===== src/hw/dino_config.svh =====
`ifndef DINO_CONFIG_SVH
`define DINO_CONFIG_SVH

// System clock and serial line
`define DINO_CLK_HZ       100_000_000
`define DINO_BAUD         115200

// Clock cycles per motion step
`define DINO_STEP_DIV     64

// Screen and object geometry in pixels
`define DINO_X_SCREEN     640
`define DINO_OBJ_SIZE     16

// Fixed player column and the ground row shared by both objects
`define DINO_PLAYER_X     104
`define DINO_GROUND_Y     269

// Rows climbed at the top of a jump
`define DINO_JUMP_HEIGHT  80

// ASCII 'J' starts a jump
`define DINO_CMD_JUMP     8'h4A

// Score saturates at three decimal digits
`define DINO_SCORE_MAX    999

`endif


===== src/hw/dino_pkg.sv =====
`default_nettype none

package dino_pkg;

    // Field widths
    localparam int X_POS_W = 10;
    localparam int Y_POS_W = 9;
    localparam int SCORE_W = 10;
    localparam int SEG_W   = 7;

    // Screen column and row
    typedef logic [X_POS_W-1:0] x_pos_t;
    typedef logic [Y_POS_W-1:0] y_pos_t;

    // Up to 999 passes
    typedef logic [SCORE_W-1:0] score_t;

    typedef logic [3:0] bcd_digit_t;

    // Active low, segment a in bit 0
    typedef logic [SEG_W-1:0] seg_t;

    typedef enum logic [1:0] {
        JUMP_RUNNING    = 2'd0,
        JUMP_ASCENDING  = 2'd1,
        JUMP_DESCENDING = 2'd2
    } jump_phase_t;

endpackage

`default_nettype wire


===== src/hw/dino_runner_top.sv =====
`timescale 1ns/1ps
`default_nettype none

module dino_runner_top (
    input  wire              Clock,
    input  wire              rst_n,
    input  wire              rx_line,
    input  wire              jump_key,
    input  wire              restart_key,
    output dino_pkg::seg_t   hex0,
    output dino_pkg::seg_t   hex1,
    output dino_pkg::seg_t   hex2,
    output dino_pkg::seg_t   hex3,
    output dino_pkg::seg_t   hex4,
    output dino_pkg::seg_t   hex5,
    output logic             game_over,
    output dino_pkg::y_pos_t player_y,
    output dino_pkg::x_pos_t obstacle_x
);

    logic             byte_valid;
    logic [7:0]       byte_data;
    logic             jump_cmd;
    logic             step;
    logic             restart;
    dino_pkg::score_t score;
    dino_pkg::score_t high_score;

    uart_rx u_rx (
        .Clock      (Clock),
        .rst_n      (rst_n),
        .rx_line    (rx_line),
        .byte_valid (byte_valid),
        .byte_data  (byte_data)
    );

    uart_cmd_decoder u_dec (
        .Clock      (Clock),
        .rst_n      (rst_n),
        .byte_valid (byte_valid),
        .byte_data  (byte_data),
        .jump_cmd   (jump_cmd)
    );

    jumper_motion u_jumper (
        .Clock       (Clock),
        .rst_n       (rst_n),
        .jump_key    (jump_key),
        .restart_key (restart_key),
        .jump_cmd    (jump_cmd),
        .game_over   (game_over),
        .step        (step),
        .restart     (restart),
        .player_y    (player_y)
    );

    obstacle_track u_obstacle (
        .Clock      (Clock),
        .rst_n      (rst_n),
        .step       (step),
        .game_over  (game_over),
        .restart    (restart),
        .obstacle_x (obstacle_x)
    );

    game_referee u_referee (
        .Clock      (Clock),
        .rst_n      (rst_n),
        .restart    (restart),
        .player_y   (player_y),
        .obstacle_x (obstacle_x),
        .game_over  (game_over),
        .score      (score),
        .high_score (high_score)
    );

    // Only the display path is combinational
    score_display u_display (
        .score      (score),
        .high_score (high_score),
        .hex0       (hex0),
        .hex1       (hex1),
        .hex2       (hex2),
        .hex3       (hex3),
        .hex4       (hex4),
        .hex5       (hex5)
    );

endmodule

`default_nettype wire


===== src/hw/game_referee.sv =====
`timescale 1ns/1ps
`default_nettype none

`include "dino_config.svh"

module game_referee (
    input  wire              Clock,
    input  wire              rst_n,
    input  wire              restart,
    input  wire              dino_pkg::y_pos_t player_y,
    input  wire              dino_pkg::x_pos_t obstacle_x,
    output logic             game_over,
    output dino_pkg::score_t score,
    output dino_pkg::score_t high_score
);

    localparam dino_pkg::x_pos_t PLAYER_X = dino_pkg::x_pos_t'(`DINO_PLAYER_X);
    localparam dino_pkg::x_pos_t X_START =
        dino_pkg::x_pos_t'(`DINO_X_SCREEN - `DINO_OBJ_SIZE);
    localparam dino_pkg::score_t SCORE_MAX = dino_pkg::score_t'(`DINO_SCORE_MAX);

    // One extra bit so the box edges cannot wrap
    localparam logic [10:0] OBJ_W        = 11'(`DINO_OBJ_SIZE);
    localparam logic [10:0] PLAYER_LEFT  = 11'(`DINO_PLAYER_X);
    localparam logic [10:0] PLAYER_RIGHT = 11'(`DINO_PLAYER_X + `DINO_OBJ_SIZE);
    localparam logic [9:0]  GROUND_ROW   = 10'(`DINO_GROUND_Y);

    logic [10:0]      obs_left;
    logic [9:0]       player_bottom;
    logic             overlap_x;
    logic             collision;
    logic             crossing;
    logic             pass_now;
    dino_pkg::x_pos_t prev_x;
    logic             prev_collision;
    logic             passed;
    logic             pass_hit;
    logic             game_over_d;

    assign obs_left      = {1'b0, obstacle_x};
    assign player_bottom = {1'b0, player_y} + 10'(`DINO_OBJ_SIZE);
    assign overlap_x     = (obs_left < PLAYER_RIGHT) && (obs_left + OBJ_W > PLAYER_LEFT);
    assign collision     = overlap_x && (player_bottom > GROUND_ROW);

    // Obstacle steps past the player column
    assign crossing = (prev_x > PLAYER_X) && (obstacle_x <= PLAYER_X);
    assign pass_now = crossing && !passed && !collision && !prev_collision && !game_over;

    always_ff @(posedge Clock) begin
        if (!rst_n || restart) begin
            game_over <= 1'b0;
        end else if (collision) begin
            game_over <= 1'b1;
        end
    end

    always_ff @(posedge Clock) begin
        if (!rst_n || restart) begin
            prev_x         <= X_START;
            prev_collision <= 1'b0;
            passed         <= 1'b0;
            pass_hit       <= 1'b0;
        end else begin
            prev_x         <= obstacle_x;
            prev_collision <= collision;
            pass_hit       <= pass_now;
            // Column jumps up only when the obstacle wraps
            if (obstacle_x > prev_x) begin
                passed <= 1'b0;
            end else if (crossing) begin
                passed <= 1'b1;
            end
        end
    end

    always_ff @(posedge Clock) begin
        if (!rst_n || restart) begin
            score <= '0;
        end else if (pass_hit && score < SCORE_MAX) begin
            score <= score + 1'b1;
        end
    end

    // High score survives restart
    always_ff @(posedge Clock) begin
        if (!rst_n) begin
            game_over_d <= 1'b0;
            high_score  <= '0;
        end else begin
            game_over_d <= game_over;
            if (game_over && !game_over_d && score > high_score) begin
                high_score <= score;
            end
        end
    end

endmodule

`default_nettype wire


===== src/hw/jumper_motion.sv =====
`timescale 1ns/1ps
`default_nettype none

`include "dino_config.svh"

module jumper_motion (
    input  wire              Clock,
    input  wire              rst_n,
    input  wire              jump_key,
    input  wire              restart_key,
    input  wire              jump_cmd,
    input  wire              game_over,
    output logic             step,
    output logic             restart,
    output dino_pkg::y_pos_t player_y
);

    localparam int STEP_W = $clog2(`DINO_STEP_DIV);
    localparam dino_pkg::y_pos_t GROUND = dino_pkg::y_pos_t'(`DINO_GROUND_Y);
    localparam dino_pkg::y_pos_t TOP =
        dino_pkg::y_pos_t'(`DINO_GROUND_Y - `DINO_JUMP_HEIGHT);

    // Bit 0 is jump, bit 1 is restart, both stored as pressed high
    logic [1:0]            key_meta;
    logic [1:0]            key_sync;
    logic [STEP_W-1:0]     step_cnt;
    logic                  jump_req;
    dino_pkg::jump_phase_t phase;

    always_ff @(posedge Clock) begin
        if (!rst_n) begin
            key_meta <= 2'b00;
            key_sync <= 2'b00;
        end else begin
            key_meta <= {~restart_key, ~jump_key};
            key_sync <= key_meta;
        end
    end

    assign restart = key_sync[1];

    // Step divider stops while the game is over
    always_ff @(posedge Clock) begin
        if (!rst_n || restart) begin
            step_cnt <= '0;
            step     <= 1'b0;
        end else if (game_over) begin
            step <= 1'b0;
        end else if (step_cnt == STEP_W'(`DINO_STEP_DIV - 1)) begin
            step_cnt <= '0;
            step     <= 1'b1;
        end else begin
            step_cnt <= step_cnt + 1'b1;
            step     <= 1'b0;
        end
    end

    // Held until the next step takes it
    always_ff @(posedge Clock) begin
        if (!rst_n || restart) begin
            jump_req <= 1'b0;
        end else if (phase != dino_pkg::JUMP_RUNNING) begin
            jump_req <= 1'b0;
        end else if (!game_over && (key_sync[0] || jump_cmd)) begin
            jump_req <= 1'b1;
        end
    end

    always_ff @(posedge Clock) begin
        if (!rst_n || restart) begin
            phase    <= dino_pkg::JUMP_RUNNING;
            player_y <= GROUND;
        end else if (step) begin
            case (phase)
                dino_pkg::JUMP_RUNNING: begin
                    if (jump_req) begin
                        phase    <= dino_pkg::JUMP_ASCENDING;
                        player_y <= player_y - 1'b1;
                    end
                end
                dino_pkg::JUMP_ASCENDING: begin
                    player_y <= player_y - 1'b1;
                    if (player_y == TOP + 1'b1) begin
                        phase <= dino_pkg::JUMP_DESCENDING;
                    end
                end
                dino_pkg::JUMP_DESCENDING: begin
                    player_y <= player_y + 1'b1;
                    if (player_y == GROUND - 1'b1) begin
                        phase <= dino_pkg::JUMP_RUNNING;
                    end
                end
                default: begin
                    phase <= dino_pkg::JUMP_RUNNING;
                end
            endcase
        end
    end

endmodule

`default_nettype wire


===== src/hw/obstacle_track.sv =====
`timescale 1ns/1ps
`default_nettype none

`include "dino_config.svh"

module obstacle_track (
    input  wire              Clock,
    input  wire              rst_n,
    input  wire              step,
    input  wire              game_over,
    input  wire              restart,
    output dino_pkg::x_pos_t obstacle_x
);

    // Spawn column at the right edge
    localparam dino_pkg::x_pos_t X_START =
        dino_pkg::x_pos_t'(`DINO_X_SCREEN - `DINO_OBJ_SIZE);

    logic advance;
    logic at_left_edge;

    assign advance      = step && !game_over;
    assign at_left_edge = (obstacle_x <= dino_pkg::x_pos_t'(1));

    always_ff @(posedge Clock) begin
        if (!rst_n || restart) begin
            obstacle_x <= X_START;
        end else if (advance) begin
            if (at_left_edge) begin
                obstacle_x <= X_START;
            end else begin
                obstacle_x <= obstacle_x - 1'b1;
            end
        end
    end

endmodule

`default_nettype wire


===== src/hw/score_display.sv =====
`timescale 1ns/1ps
`default_nettype none

module score_display (
    input  wire             dino_pkg::score_t score,
    input  wire             dino_pkg::score_t high_score,
    output dino_pkg::seg_t  hex0,
    output dino_pkg::seg_t  hex1,
    output dino_pkg::seg_t  hex2,
    output dino_pkg::seg_t  hex3,
    output dino_pkg::seg_t  hex4,
    output dino_pkg::seg_t  hex5
);

    logic [11:0] score_bcd;
    logic [11:0] high_bcd;

    // Double dabble into three BCD digits
    function automatic logic [11:0] to_bcd(input dino_pkg::score_t bin);
        logic [11:0] bcd;
        bcd = '0;
        for (int i = $bits(bin) - 1; i >= 0; i--) begin
            if (bcd[3:0] >= 4'd5) bcd[3:0] = bcd[3:0] + 4'd3;
            if (bcd[7:4] >= 4'd5) bcd[7:4] = bcd[7:4] + 4'd3;
            if (bcd[11:8] >= 4'd5) bcd[11:8] = bcd[11:8] + 4'd3;
            bcd = {bcd[10:0], bin[i]};
        end
        return bcd;
    endfunction

    function automatic dino_pkg::seg_t to_seg(input dino_pkg::bcd_digit_t digit);
        case (digit)
            4'd0:    return 7'b1000000;
            4'd1:    return 7'b1111001;
            4'd2:    return 7'b0100100;
            4'd3:    return 7'b0110000;
            4'd4:    return 7'b0011001;
            4'd5:    return 7'b0010010;
            4'd6:    return 7'b0000010;
            4'd7:    return 7'b1111000;
            4'd8:    return 7'b0000000;
            4'd9:    return 7'b0010000;
            default: return 7'b1111111; // blank
        endcase
    endfunction

    assign score_bcd = to_bcd(score);
    assign high_bcd  = to_bcd(high_score);

    // Current score on the right three digits
    assign hex0 = to_seg(score_bcd[3:0]);
    assign hex1 = to_seg(score_bcd[7:4]);
    assign hex2 = to_seg(score_bcd[11:8]);
    assign hex3 = to_seg(high_bcd[3:0]);
    assign hex4 = to_seg(high_bcd[7:4]);
    assign hex5 = to_seg(high_bcd[11:8]);

endmodule

`default_nettype wire


===== src/hw/uart_cmd_decoder.sv =====
`timescale 1ns/1ps
`default_nettype none

`include "dino_config.svh"

module uart_cmd_decoder (
    input  wire        Clock,
    input  wire        rst_n,
    input  wire        byte_valid,
    input  wire  [7:0] byte_data,
    output logic       jump_cmd
);

    logic is_jump;

    // Any other byte is dropped silently
    assign is_jump = byte_valid && (byte_data == `DINO_CMD_JUMP);

    always_ff @(posedge Clock) begin
        if (!rst_n) begin
            jump_cmd <= 1'b0;
        end else begin
            jump_cmd <= is_jump;
        end
    end

endmodule

`default_nettype wire


===== src/hw/uart_rx.sv =====
`timescale 1ns/1ps
`default_nettype none

`include "dino_config.svh"

module uart_rx (
    input  wire        Clock,
    input  wire        rst_n,
    input  wire        rx_line,
    output logic       byte_valid,
    output logic [7:0] byte_data
);

    // Clock cycles per 16x oversampling tick
    localparam int TICK_DIV = `DINO_CLK_HZ / (`DINO_BAUD * 16);
    localparam int TICK_W   = $clog2(TICK_DIV);

    localparam logic [1:0] ST_IDLE  = 2'd0;
    localparam logic [1:0] ST_START = 2'd1;
    localparam logic [1:0] ST_DATA  = 2'd2;
    localparam logic [1:0] ST_STOP  = 2'd3;

    logic [TICK_W-1:0] tick_cnt;
    logic              tick_16x;
    logic              rx_meta;
    logic              rx_sync;
    logic [1:0]        state;
    logic [3:0]        os_cnt;
    logic [2:0]        bit_idx;
    logic [7:0]        shift_reg;
    logic              sample_now;

    always_ff @(posedge Clock) begin
        if (!rst_n) begin
            tick_cnt <= '0;
            tick_16x <= 1'b0;
        end else if (tick_cnt == TICK_W'(TICK_DIV - 1)) begin
            tick_cnt <= '0;
            tick_16x <= 1'b1;
        end else begin
            tick_cnt <= tick_cnt + 1'b1;
            tick_16x <= 1'b0;
        end
    end

    // Line idles high
    always_ff @(posedge Clock) begin
        if (!rst_n) begin
            rx_meta <= 1'b1;
            rx_sync <= 1'b1;
        end else begin
            rx_meta <= rx_line;
            rx_sync <= rx_meta;
        end
    end

    assign sample_now = tick_16x && (os_cnt == 4'd0);

    always_ff @(posedge Clock) begin
        if (!rst_n) begin
            state      <= ST_IDLE;
            os_cnt     <= 4'd0;
            bit_idx    <= 3'd0;
            byte_valid <= 1'b0;
        end else begin
            byte_valid <= 1'b0;
            if (tick_16x) begin
                case (state)
                    ST_IDLE: begin
                        // Half a bit to reach the start bit centre
                        if (!rx_sync) begin
                            state  <= ST_START;
                            os_cnt <= 4'd7;
                        end
                    end
                    ST_START: begin
                        if (os_cnt != 4'd0) begin
                            os_cnt <= os_cnt - 1'b1;
                        end else if (!rx_sync) begin
                            state   <= ST_DATA;
                            os_cnt  <= 4'd15;
                            bit_idx <= 3'd0;
                        end else begin
                            // Glitch, not a real start bit
                            state <= ST_IDLE;
                        end
                    end
                    ST_DATA: begin
                        if (os_cnt != 4'd0) begin
                            os_cnt <= os_cnt - 1'b1;
                        end else begin
                            os_cnt <= 4'd15;
                            if (bit_idx == 3'd7) begin
                                state <= ST_STOP;
                            end else begin
                                bit_idx <= bit_idx + 1'b1;
                            end
                        end
                    end
                    default: begin
                        if (os_cnt != 4'd0) begin
                            os_cnt <= os_cnt - 1'b1;
                        end else begin
                            byte_valid <= 1'b1;
                            state      <= ST_IDLE;
                        end
                    end
                endcase
            end
        end
    end

    // Data bits arrive LSB first
    always_ff @(posedge Clock) begin
        if (sample_now && state == ST_DATA) begin
            shift_reg[bit_idx] <= rx_sync;
        end
        if (sample_now && state == ST_STOP) begin
            byte_data <= shift_reg;
        end
    end

endmodule

`default_nettype wire


===== config.mk =====
export PLATFORM = sky130hd
export DESIGN_NAME = dino_runner_top
export DESIGN_NICKNAME = d
export VERILOG_FILES = /design/src/hw/dino_pkg.sv /design/src/hw/dino_runner_top.sv /design/src/hw/game_referee.sv /design/src/hw/jumper_motion.sv /design/src/hw/obstacle_track.sv /design/src/hw/score_display.sv /design/src/hw/uart_cmd_decoder.sv /design/src/hw/uart_rx.sv
export VERILOG_INCLUDE_DIRS = /design/src /design/src/hw
export SDC_FILE = /design/constraint.sdc
export NUM_CORES = 1
export LEC_CHECK = 0
export ABC_AREA = 1
export BUFFER_PORTS_ARGS = -buffer_cell sky130_fd_sc_hd__buf_2
export CORE_ASPECT_RATIO = 1.5
export CORE_MARGIN = 3
export CORE_UTILIZATION = 55
export DETAILED_ROUTE_END_ITERATION = 16
export PLACE_DENSITY = 0.74
export SLEW_MARGIN = 30
export SYNTH_ARGS = -nofsm -noshare
export SYNTH_HDL_FRONTEND = slang
export SYNTH_HIERARCHICAL = 1
export SYNTH_SLANG_ARGS = --single-unit

===== constraint.sdc =====
create_clock -name Clock -period 12.2 [get_ports Clock]
set_input_delay 0 -clock Clock [delete_from_list [all_inputs] [get_ports Clock]]
set_output_delay 0 -clock Clock [all_outputs]
set_load 0.01 [all_outputs]

==> impl_results.md, run 1 <==
* Status: completed
* Most used cell, CP: nand2_1
* Routed Antenna Nets at 0
* Maximum vdd drop at 78.9 uV
* Clk pin slew, worst setup/hold paths at around 0.060 ns
* Core area at about 0.016 mm2
* Vias in the first global route at about 8000
* Initial antenna violation count at 0
* Nets at about 1600
* FF-to-FF End: u_referee/high_score[9]
* CTS Buf Count at 9
* CTS Sinks at roughly 100
* Number of top-level pins at between 60 and 70
* IO buf count at 66
* Synth Flop Type: dfxtp_1
* Dpl cell area at just under 0.01 mm2
* Synth area leader: dfxtp_1
* Global-route wire length before repair at around 33000 um
* Synth top area cells: dfxtp_1 (19%), nand2_1 (16%), ha_1 (11%)
* Seq. cell area at roughly 0.0022 mm2
* Fmax at about 160 MHz
* Post-synth net total at 1515
* Synth Register Bits at between 100 and 150
* Largest net degree at the start of global routing at 23
* Mapped Cells at around 1400
* CP max FO at 7
* Routed wire per std cell at roughly 11 um
* Syn-to-layout area delta at 8.97%
* Remaining Overflow, GRT at 0
* Slew margin rel. at between 40% and 50%
* Crit-path max cell delay at approximately 0.44 ns
* # H-tree levels at 3
* CP endpoint kind: primary output
* Mean Syn Cell Area at 6.51 um2
* Diode count at 0
* Area of the multi-input gates at between 0.006 and 0.007 mm2
* Cell with the most instances after synthesis: nand2_1
* Top cell type's share of synthesized area at around a fifth
* Worst Skew at approximately 0.008 ns
* TNS Setup at 0 ns
* Hold crit path type: input port to flop
* Min-Delay Path Depth at 3
* Period utilization at 52.8%
* Clock Path Buffers at 2
* # rows at between 50 and 60
* Worst Path Required at around 12 ns
* Via count at around 8700
* Unrepaired setup endpoints after global routing: false
* HPWL Detailed at between 10000 and 15000 um
* Die Area at approximately 0.019 mm2
* Post-route DRC at 0
* Reg2reg start: u_referee/high_score[9]
* Pwr Density at ~64 mW/mm2
* Yosys warns at 6
* Crit start category: flop
* Worst Path Arrival at ~6.4 ns
* Post-route cell area at slightly above 0.01 mm2
* DR pass1 iterations at 6
* Post-synth EDFFs at 16
* Fraction of layout cells with a size suffix above 1 at between 15 and 20%
* Worst Hold End: u_jumper/key_sync[1]
* Filler cells at about 1600
* Placer Congestion at 0.868
* Final Critical Period at 6.44 ns
* Critical path's slowest cell: dfxtp_1
* CTS tree: done
* Vias/cell at just over 5
* Die span in x at around 110 um
* Setup WS pre-CTS at between 6 and 7 ns
* Final worst slack at 5.76 ns
* Number of max-cap violations at 0
* Setup violators final at 0
* Seq/Total Area, Yosys at 24.1%
* Total power at roughly 650 uW
* Worst R2R Path Depth at 8
* Initial cell density of the core at 56.7%
* Netlist cell types at 50
* Synth Cell Area at roughly 0.0093 mm2
* WL final at 18600 um
* Lkg Pwr at 0.00567 uW
* Clock root cell: clkbuf_16
* Gr usage total at roughly 21%
* Final count of hold timing violations at 0
* Skew-Pair Late Insertion Delay at about 0.34 ns
* Setup bufs post-CTS at 0
* Slew Viols, Final at 0
* Asr flop ratio synth at 0%
* Setup CP Type: flop to primary output
* R2r setup slk at 10.01 ns
* Worst Hold Launch: rst_n
* Initial DRC Count at around 290
* Post-synth top cells: nand2_1 (392), inv_1 (211), nand3_1 (145)
* Worst Tran Pin Value at 0.880 ns
* Die Ht at approximately 170 um
==> cell type report <==
type / instances / share of cell area (%)
timing repair buffer: 69 / 3.55
inverter: 241 / 9.00
multi-input combinational: 1074 / 59.9
clock buffer: 12 / 2.43
sequential: 104 / 22.1
tap: 206 / 2.54
clock inverter: 3 / 0.420
==> critical path, delay by kind of cell (launching register included) <==
kind | cells | cell delay, ns
buf+inv | 9 | 0.69
compound gates | 1 | 0.28
fa+ha+maj | 8 | 1.62
simple gates | 27 | 3.10
flops | 1 | 0.44
==> timing repair <==
| item | in CTS | in global routing |
|---|---|---|
| gates resized for setup | 0 | 0 |
| setup endpoints to repair | 0 | 0 |
| endpoints found under the hold margin | 3 | 0 |
| hold buffers | 3 | 0 |
==> layout by cell type, fill, tap and decap left out, types with 3 or more instances in the layout <==
master	n
o21ai_4	3
o21ai_1	14
nand2_1	392
nand3_2	26
o21ai_2	10
or2_2	7
inv_2	25
nand3_4	5
nand2_4	12
nor2_4	3
nand4_1	24
buf_2	66
xor2_1	17
dlygate4sd3_1	3
ha_1	80
nor2_1	118
dfxtp_1	88
nand3b_1	10
o31ai_1	3
nor3_1	16
clkbuf_16	9
o21ai_0	21
inv_1	211
a21o_1	6
inv_4	3
nand3_1	145
xnor2_1	4
o21bai_1	5
a21oi_1	54
nand2_2	62
edfxtp_1	16
a21oi_2	5
nor2_2	11
==> routing by layer <==
layer	track usage, %	vias to the layer above	wire, um
met1	22.5	3859	7730
met4	6.40	0	382
met5	0	-	0
met2	41.5	102	10100
met3	2.22	27	375
li1	-	4702	-
==> cells by family (layout without fill, tap and decap cells) <==
group / count (synthesis) / count (layout) / share of synthesized area [%]
adders and majority gates: 81 / 81 / 11.0
xor gates and xnor gates: 22 / 22 / 2.15
buffers and inverters: 251 / 325 / 10.6
DFF: 104 / 104 / 24.1
AOI/OAI and AO/OA: 129 / 129 / 8.65
and+or+nand+nor: 842 / 842 / 43.5
==> worst max-delay path by stage <==
stage                  startpoint       to  slack [ns]
6_report       u_referee/score[8]  hex1[3]        5.76
5_1_grt        u_referee/score[8]  hex1[3]        5.09
4_1_cts        u_referee/score[8]  hex1[3]        5.75
3_5_place_dp   u_referee/score[8]  hex1[3]        6.14
3_3_place_gp   u_referee/score[8]  hex1[3]        6.43
2_1_floorplan  u_referee/score[8]  hex1[3]        6.75
==> where the power goes <==
part / internal [uW] / total, uW / switching [uW] / leakage, uW
combinational: 4.96 / 15.3 / 10.3 / 0.00468
sequential: 350 / 352 / 1.93 / 0.000854
clock: 163 / 282 / 119 / 0.000139
total: 518 / 649 / 131 / 0.00567
==> metrics by stage <==
step,utilization (%),std cells,hold slack (ns)
floorplan,-,1429,0.0724
global placement,59.9,1691,0.157
detailed placement,59.9,1691,0.158
CTS,61.8,1709,0.109
global route,61.8,1709,0.121
finish,61.8,1709,0.109
Note: power is estimated with default switching activity, not from simulation.
==> inputs of run 2 (changes only) <==
--- a/config.mk
+++ b/config.mk
@@ -12,7 +12,7 @@
 export CORE_MARGIN = 3
 export CORE_UTILIZATION = 55
 export DETAILED_ROUTE_END_ITERATION = 16
-export PLACE_DENSITY = 0.74
+export PLACE_DENSITY = 0.77
 export SLEW_MARGIN = 30
 export SYNTH_ARGS = -nofsm -noshare
 export SYNTH_HDL_FRONTEND = slang
==> constraint.sdc (replaced) <==
create_clock -name Clock -period 5.75 [get_ports Clock]
set_input_delay 0 -clock Clock [delete_from_list [all_inputs] [get_ports Clock]]
set_output_delay 0 -clock Clock [all_outputs]
set_load 0.01 [all_outputs]
==> run 2 against run 1 <==
First-iteration DRC count up 17%. Hold slack worse by 0.030 ns. Via count up 4.8%. Register-to-register slack worse by 6.5 ns. Clock power up 110%. Critical path type unchanged. Largest power group unchanged.
==> impl_results.md, run 2 (synthesized netlist as in run 1, its figures left out) <==
* Crit start category: flop (unchanged)
* Fraction of layout cells with a size suffix above 1 at 24.1% (was 17.2%)
* Largest net degree at the start of global routing at 23 (unchanged)
* Worst Tran Pin Value at 0.702 ns (was 0.880 ns)
* Most used cell, CP: nand2_2 (was nand2_1)
* Diode count at 0 (unchanged)
* Routed wire per std cell at 11.9 um (was 10.9 um)
* # H-tree levels at 3 (unchanged)
* # rows at 57 (unchanged)
* Placer Congestion at 0.885 (was 0.868)
* Setup CP Type: flop to primary output (unchanged)
* Initial antenna violation count at 0 (unchanged)
* Final Critical Period at approximately 5.6 ns
* Die Area at 0.0185 mm2 (unchanged)
* TNS Setup at 0 ns (unchanged)
* Initial cell density of the core at 56.7% (unchanged)
* Worst Skew at 0.00649 ns (was 0.00778 ns)
* Remaining Overflow, GRT at 0 (unchanged)
* Syn-to-layout area delta at 16.9% (was 8.97%)
* DR pass1 iterations at 6 (unchanged)
* CP max FO at 4 (was 7)
* Unrepaired setup endpoints after global routing: true (was false)
* Most common cell after layout, fill and taps aside: nand2_1 (unchanged)
* CP endpoint kind: primary output (unchanged)
* Final count of hold timing violations at 0 (unchanged)
* CTS Sinks at 104 (unchanged)
* IO buf count at 66 (unchanged)
* Critical path's slowest cell: dfxtp_2 (was dfxtp_1)
* Hold crit path type: input port to flop (unchanged)
* Worst Path Arrival at 5.58 ns (was 6.44 ns)
* Maximum vdd drop at 162 uV (was 78.9 uV)
* Status: completed (unchanged)
* Setup violators final at 0 (unchanged)
* Slew margin rel. at 53.1% (was 41.1%)
* Final Util at 66.3% (was 61.8%)
* HPWL Detailed at 15300 um (was 14800 um)
* WL final at 20800 um (was 18600 um)
* Lkg Pwr at 0.00593 uW (was 0.00567 uW)
* Number of max-cap violations at 0 (unchanged)
* Die span in x at 112 um (unchanged)
* Clk pin slew, worst setup/hold paths at 0.06 ns (about the same)
* CTS Buf Count at 9 (unchanged)
* CTS tree: done (unchanged)
* Most frequent cells in the layout: nand2_1 (370), inv_1 (199), nand3_1 (135), nor2_1 (115), dfxtp_1 (83) (was nand2_1 (392), inv_1 (211), nand3_1 (145), nor2_1 (118), dfxtp_1 (88))
* Vias in the first global route at 8266 (was 8168)
* Vias/cell at 5.20 (was 5.08)
* Initial DRC Count at 337 (was 287)
* Total power at 1360 uW (was 649 uW)
* Core area at 0.0164 mm2 (unchanged)
* Post-route DRC at 0 (unchanged)
* Pwr Density at 125 mW/mm2 (was 64.0 mW/mm2)
* Clock root cell: clkbuf_16 (unchanged)
* Crit-path max cell delay at 0.35 ns (was 0.44 ns)
* Number of top-level pins at 67 (unchanged)
* Global-route wire length before repair at 33900 um (was 33400 um)
* Period utilization at between 90 and 100%
* Slew Viols, Final at 0 (unchanged)
* Gr usage total at 21.4% (was 20.7%)
* Fmax at 179 MHz
* Routed Antenna Nets at 0 (unchanged)
* Skew-Pair Late Insertion Delay at 0.34 ns (about the same)
* Die Ht at 165 um (unchanged)
* Nets at 1626 (was 1585)
* Worst Path Required at 5.75 ns (was 12.20 ns)
* Clock Path Buffers at 2 (unchanged)
* Via count at 9105 (was 8690)
-- run 2: cell types whose count changed in the layout (fill, tap and decap cells not counted), sizes merged --
cell / previous run / this run
buf: 66 / 107
bufinv: 1 / 0
clkbuf: 12 / 14
-- run 2: area by class of cell --
cell class              count  area [um2]
clock buffers              14         275
clock inverters             2        12.5
fillers                  1520        5530
inverters                 241         912
multi-input cells        1074        6490
flip-flops and latches    104        2250
well taps                 206         258
repair buffers            110         679
-- run 2: critical path: cells and delay by family (launching register included) --
kind	cells	cell delay (ns)
buffers and inverters	10	0.70
and+or+nand+nor	27	2.61
DFF	1	0.35
adders and majority gates	8	1.36
AOI/OAI and AO/OA	1	0.22
-- run 2: repair_timing --
item | CTS | global route
endpoints found under the hold margin | 3 | 0
gates resized for setup | 27 | 80
endpoints found under the setup margin | 21 | 28
setup buffers | 18 | 24
hold buffers | 3 | 0
pin swaps | 17 | 52
-- run 2: final timing paths --
check | from | slack [ns] | endpoint | cells after the start
worst max-delay path | u_referee/score[8] | 0.17 | hex1[3] | 46
worst min-delay path | rst_n | 0.08 | u_jumper/key_sync[0] | 3
worst max register to register | u_referee/score[5] | 3.52 | u_referee/high_score[6] | 9
worst min register to register | u_jumper/key_meta[0] | 0.41 | u_jumper/key_sync[0] | 2
-- run 2: through the flow --
| step | worst slack, ns | instances | area (um2) | hold WS [ns] |
|---|---|---|---|---|
| 2_1_floorplan | 0.303 | 1429 | 9300 | 0.0724 |
| 3_3_place_gp | 0.142 | 1694 | 9840 | 0.156 |
| 3_5_place_dp | -0.0771 | 1694 | 9840 | 0.159 |
| 4_1_cts | 0.000879 | 1731 | 10400 | 0.0711 |
| 5_1_grt | -0.141 | 1751 | 10900 | 0.102 |
| 6_report | 0.172 | 1751 | 10900 | 0.0790 |
-- run 2: per-layer routing --
metal	up-vias	global-route usage (%)	wire, um
li1	4768	-	-
met5	-	0	0
met4	0	7.55	567
met2	134	44.4	11800
met3	46	2.59	487
met1	4157	21.3	7920
-- run 2: where the power goes --
group          internal [uW]  total, uW  switching, uW
Clock                    332        585            253
Sequential               741        746           4.41
Combinational           10.6       33.0           22.4
==> inputs of run 3 (changes only) <==
--- a/config.mk
+++ b/config.mk
@@ -12,6 +12,7 @@
 export CORE_MARGIN = 3
 export CORE_UTILIZATION = 55
 export DETAILED_ROUTE_END_ITERATION = 16
+export MAX_ROUTING_LAYER = met4
 export PLACE_DENSITY = 0.77
 export SLEW_MARGIN = 30
 export SYNTH_ARGS = -nofsm -noshare
==> constraint.sdc (replaced) <==
create_clock -name Clock -period 4.8 [get_ports Clock]
set_input_delay 0 -clock Clock [delete_from_list [all_inputs] [get_ports Clock]]
set_output_delay 0 -clock Clock [all_outputs]
set_load 0.01 [all_outputs]
==> run 3 against run 2 <==
The flow now finishes with violations (setup timing). Worst setup slack worse by 0.87 ns. Flip-flop and latch count unchanged. Power grew 21%. Sequential power is 20% higher. Critical path depth decreased by 3. Hold slack gained 0.0091 ns. Critical endpoint is now hex2[3].
==> impl_results.md, run 3 (synthesized netlist as in run 1, its figures left out) <==
* CTS tree: done (unchanged)
* Worst R2R Path Depth at 8 (was 9)
* Worst hold margin at 0.0881 ns (was 0.0790 ns)
* CP top delay family: simple AND/OR/NAND/NOR gates (unchanged)
* Setup CP Type: flop to primary output (unchanged)
* Unrepaired setup endpoints after global routing: true (unchanged)
* Total power at 1650 uW (was 1360 uW)
* Levels on crit path at 43 (was 46)
* Final worst slack at -0.695 ns (was 0.172 ns)
* Final Critical Period at about 5.5 ns
* Clock Path Buffers at 2 (unchanged)
* Skew-Pair Late Insertion Delay at 0.34 ns (about the same)
* # rows at 57 (unchanged)
* Syn-to-layout area delta at 38.6% (was 16.9%)
* CTS Sinks at 104 (unchanged)
* Largest net degree at the start of global routing at 23 (unchanged)
* Remaining Overflow, GRT at 0 (unchanged)
* Clk pin slew, worst setup/hold paths at 0.07 ns (was 0.06 ns)
* Number of max-cap violations at 0 (unchanged)
* Setup violators final at 42 (was 0)
* Die Ht at 165 um (unchanged)
* Routed length on met1 at 9530 um (was 7920 um)
* Vias in the first global route at 9447 (was 8266)
* Worst Tran Pin Value at 0.911 ns (was 0.702 ns)
* Most frequent cells in the layout: nand2_1 (310), inv_1 (184), buf_4 (132), nor2_1 (115), nand3_1 (99) (was nand2_1 (370), inv_1 (199), nand3_1 (135), nor2_1 (115), dfxtp_1 (83))
* Switching Share at 21.1% (was 20.5%)
* Routed wire per std cell at 14.5 um (was 11.9 um)
* Vias/cell at 5.41 (was 5.20)
* CP startpoint: u_referee/score[8] (unchanged)
* # H-tree levels at 3 (unchanged)
* WP buf/inv at 8 (was 10)
* WL final at 27100 um (was 20800 um)
* Reg2reg start: u_referee/high_score[1] (was u_referee/score[5])
* Die Area at 0.0185 mm2 (unchanged)
* Diode count at 0 (unchanged)
* Final Util at 78.6% (was 66.3%)
* Int Pwr at 1300 uW (was 1080 uW)
* HPWL Detailed at 15900 um (was 15300 um)
* Status: finished, violations left (was completed)
* CP endpoint: hex2[3] (was hex1[3])
* Hold crit path type: input port to flop (unchanged)
* CTS Buf Count at 9 (unchanged)
* Clock root cell: clkbuf_16 (unchanged)
* DR pass1 iterations at 5 (was 6)
* Initial DRC Count at 441 (was 337)
* Period utilization at 114%
* Worst Path Arrival at 5.49 ns (was 5.58 ns)
* Reg power frac at 54.2% (was 54.7%)
* Fmax at approximately 180 MHz
* CP max FO at 4 (unchanged)
* Worst Hold Launch: rst_n (unchanged)
* Final count of hold timing violations at 0 (unchanged)
* Logic pwr share at 2.4% (about the same)
* Setup WS pre-CTS at -0.338 ns (was -0.0771 ns)
* Clock power share at 43.5% (was 42.9%)
* Global-route wire length before repair at 39500 um (was 33900 um)
* Most common cell after layout, fill and taps aside: nand2_1 (unchanged)
* Die span in x at 112 um (unchanged)
* Pwr Density at 128 mW/mm2 (was 125 mW/mm2)
* Worst Skew at 0.00933 ns (was 0.00649 ns)
* Gr usage total at 25.6% (was 21.4%)
* FF-to-FF End: u_referee/high_score[3] (was u_referee/high_score[6])
* CP endpoint kind: primary output (unchanged)
* Critical path's slowest cell: dfxtp_4 (was dfxtp_2)
* Slew Viols, Final at 0 (unchanged)
* Via count at 10100 (was 9105)
* Crit start category: flop (unchanged)
* R2r setup slk at 2.58 ns (was 3.52 ns)
* Met3 WL at 877 um (was 487 um)
* Core area at 0.0164 mm2 (unchanged)
* Switching pwr at 347 uW (was 280 uW)
* Routed Antenna Nets at 0 (unchanged)
* Uppermost layer routed: met4 (unchanged)
* IO buf count at 66 (unchanged)
* Placer Congestion at 0.863 (was 0.885)
* Maximum vdd drop at 235 uV (was 162 uV)
* Initial antenna violation count at 0 (unchanged)
* Worst Path Required at 4.80 ns (was 5.75 ns)
* Most used cell, CP: nand2_2 (unchanged)
* Nets at 1738 (was 1626)
* Crit-path max cell delay at 0.36 ns (was 0.35 ns)
* Slew margin rel. at 39.1% (was 53.1%)
* Post-route DRC at 0 (unchanged)
* Lkg Pwr at 0.00673 uW (was 0.00593 uW)
* Number of top-level pins at 67 (unchanged)
* Failing checks: setup timing
* Metal2 WL at 15200 um (was 11800 um)
* Initial cell density of the core at 56.7% (unchanged)
* Fraction of layout cells with a size suffix above 1 at 37.8% (was 24.1%)
run 3: layout make-up:
class	count	area, um2
Clock inverter	3	22.5
Clock buffer	13	272
Timing Repair Buffer	222	1640
Inverter	241	932
Fill cell	1115	3510
Tap cell	206	258
Multi-Input combinational cell	1074	7520
Sequential cell	104	2250
run 3: power by group through the flow:
stage               registers, uW  clock network, uW  logic, uW
finish                        893                717       39.1
global route                  893                763       44.4
CTS                           893                731       39.3
detailed placement            913                  0       37.2
global placement              912                  0       36.2
floorplan                     911                  0       27.3
run 3: repair_timing:
| action | 4_1_cts | 5_1_grt |
|---|---|---|
| gates resized for setup | 174 | 149 |
| endpoints found under the setup margin | 42 | 42 |
| pin swaps | 96 | 82 |
| endpoints found under the hold margin | 3 | 0 |
| buffers inserted | 57 | 33 |
| hold buffers | 3 | 0 |
run 3: how the worst min path moves through the flow:
| stage | end | depth (start not counted) |
|---|---|---|
| detailed placement | u_jumper/key_meta[0] | 2 |
| floorplan | u_jumper/key_meta[0] | 1 |
| finish | u_referee/high_score[7] | 3 |
| CTS | u_jumper/key_sync[0] | 3 |
| global route | u_referee/high_score[7] | 3 |
| global placement | u_jumper/key_meta[0] | 2 |
run 3: worst register-to-register path, delay by kind of cell, from the launching register on:
kind	cells	cell delay [ns]
AOI/OAI and AO/OA	2	0.44
adders and majority gates	1	0.28
buffers and inverters	2	0.17
DFF	1	0.57
and+or+nand+nor	3	0.65
run 3: per-layer routing:
metal  vias up  track usage (%)
met2       296             52.7
met5         -                -
met1      4643             24.0
li1       5018                -
met3       131             2.08
met4         0             10.4
run 3: stage by stage:
| stage | setup TNS, ns | cells | instance area, um2 |
|---|---|---|---|
| final | -19.22 | 1863 | 12900 |
| after global routing | -30.62 | 1863 | 12900 |
| after CTS | -12.14 | 1831 | 12000 |
| after detailed placement | -4.31 | 1756 | 10500 |
| after global placement | -0.894 | 1756 | 10500 |
| after floorplan | -0.0148 | 1429 | 9470 |
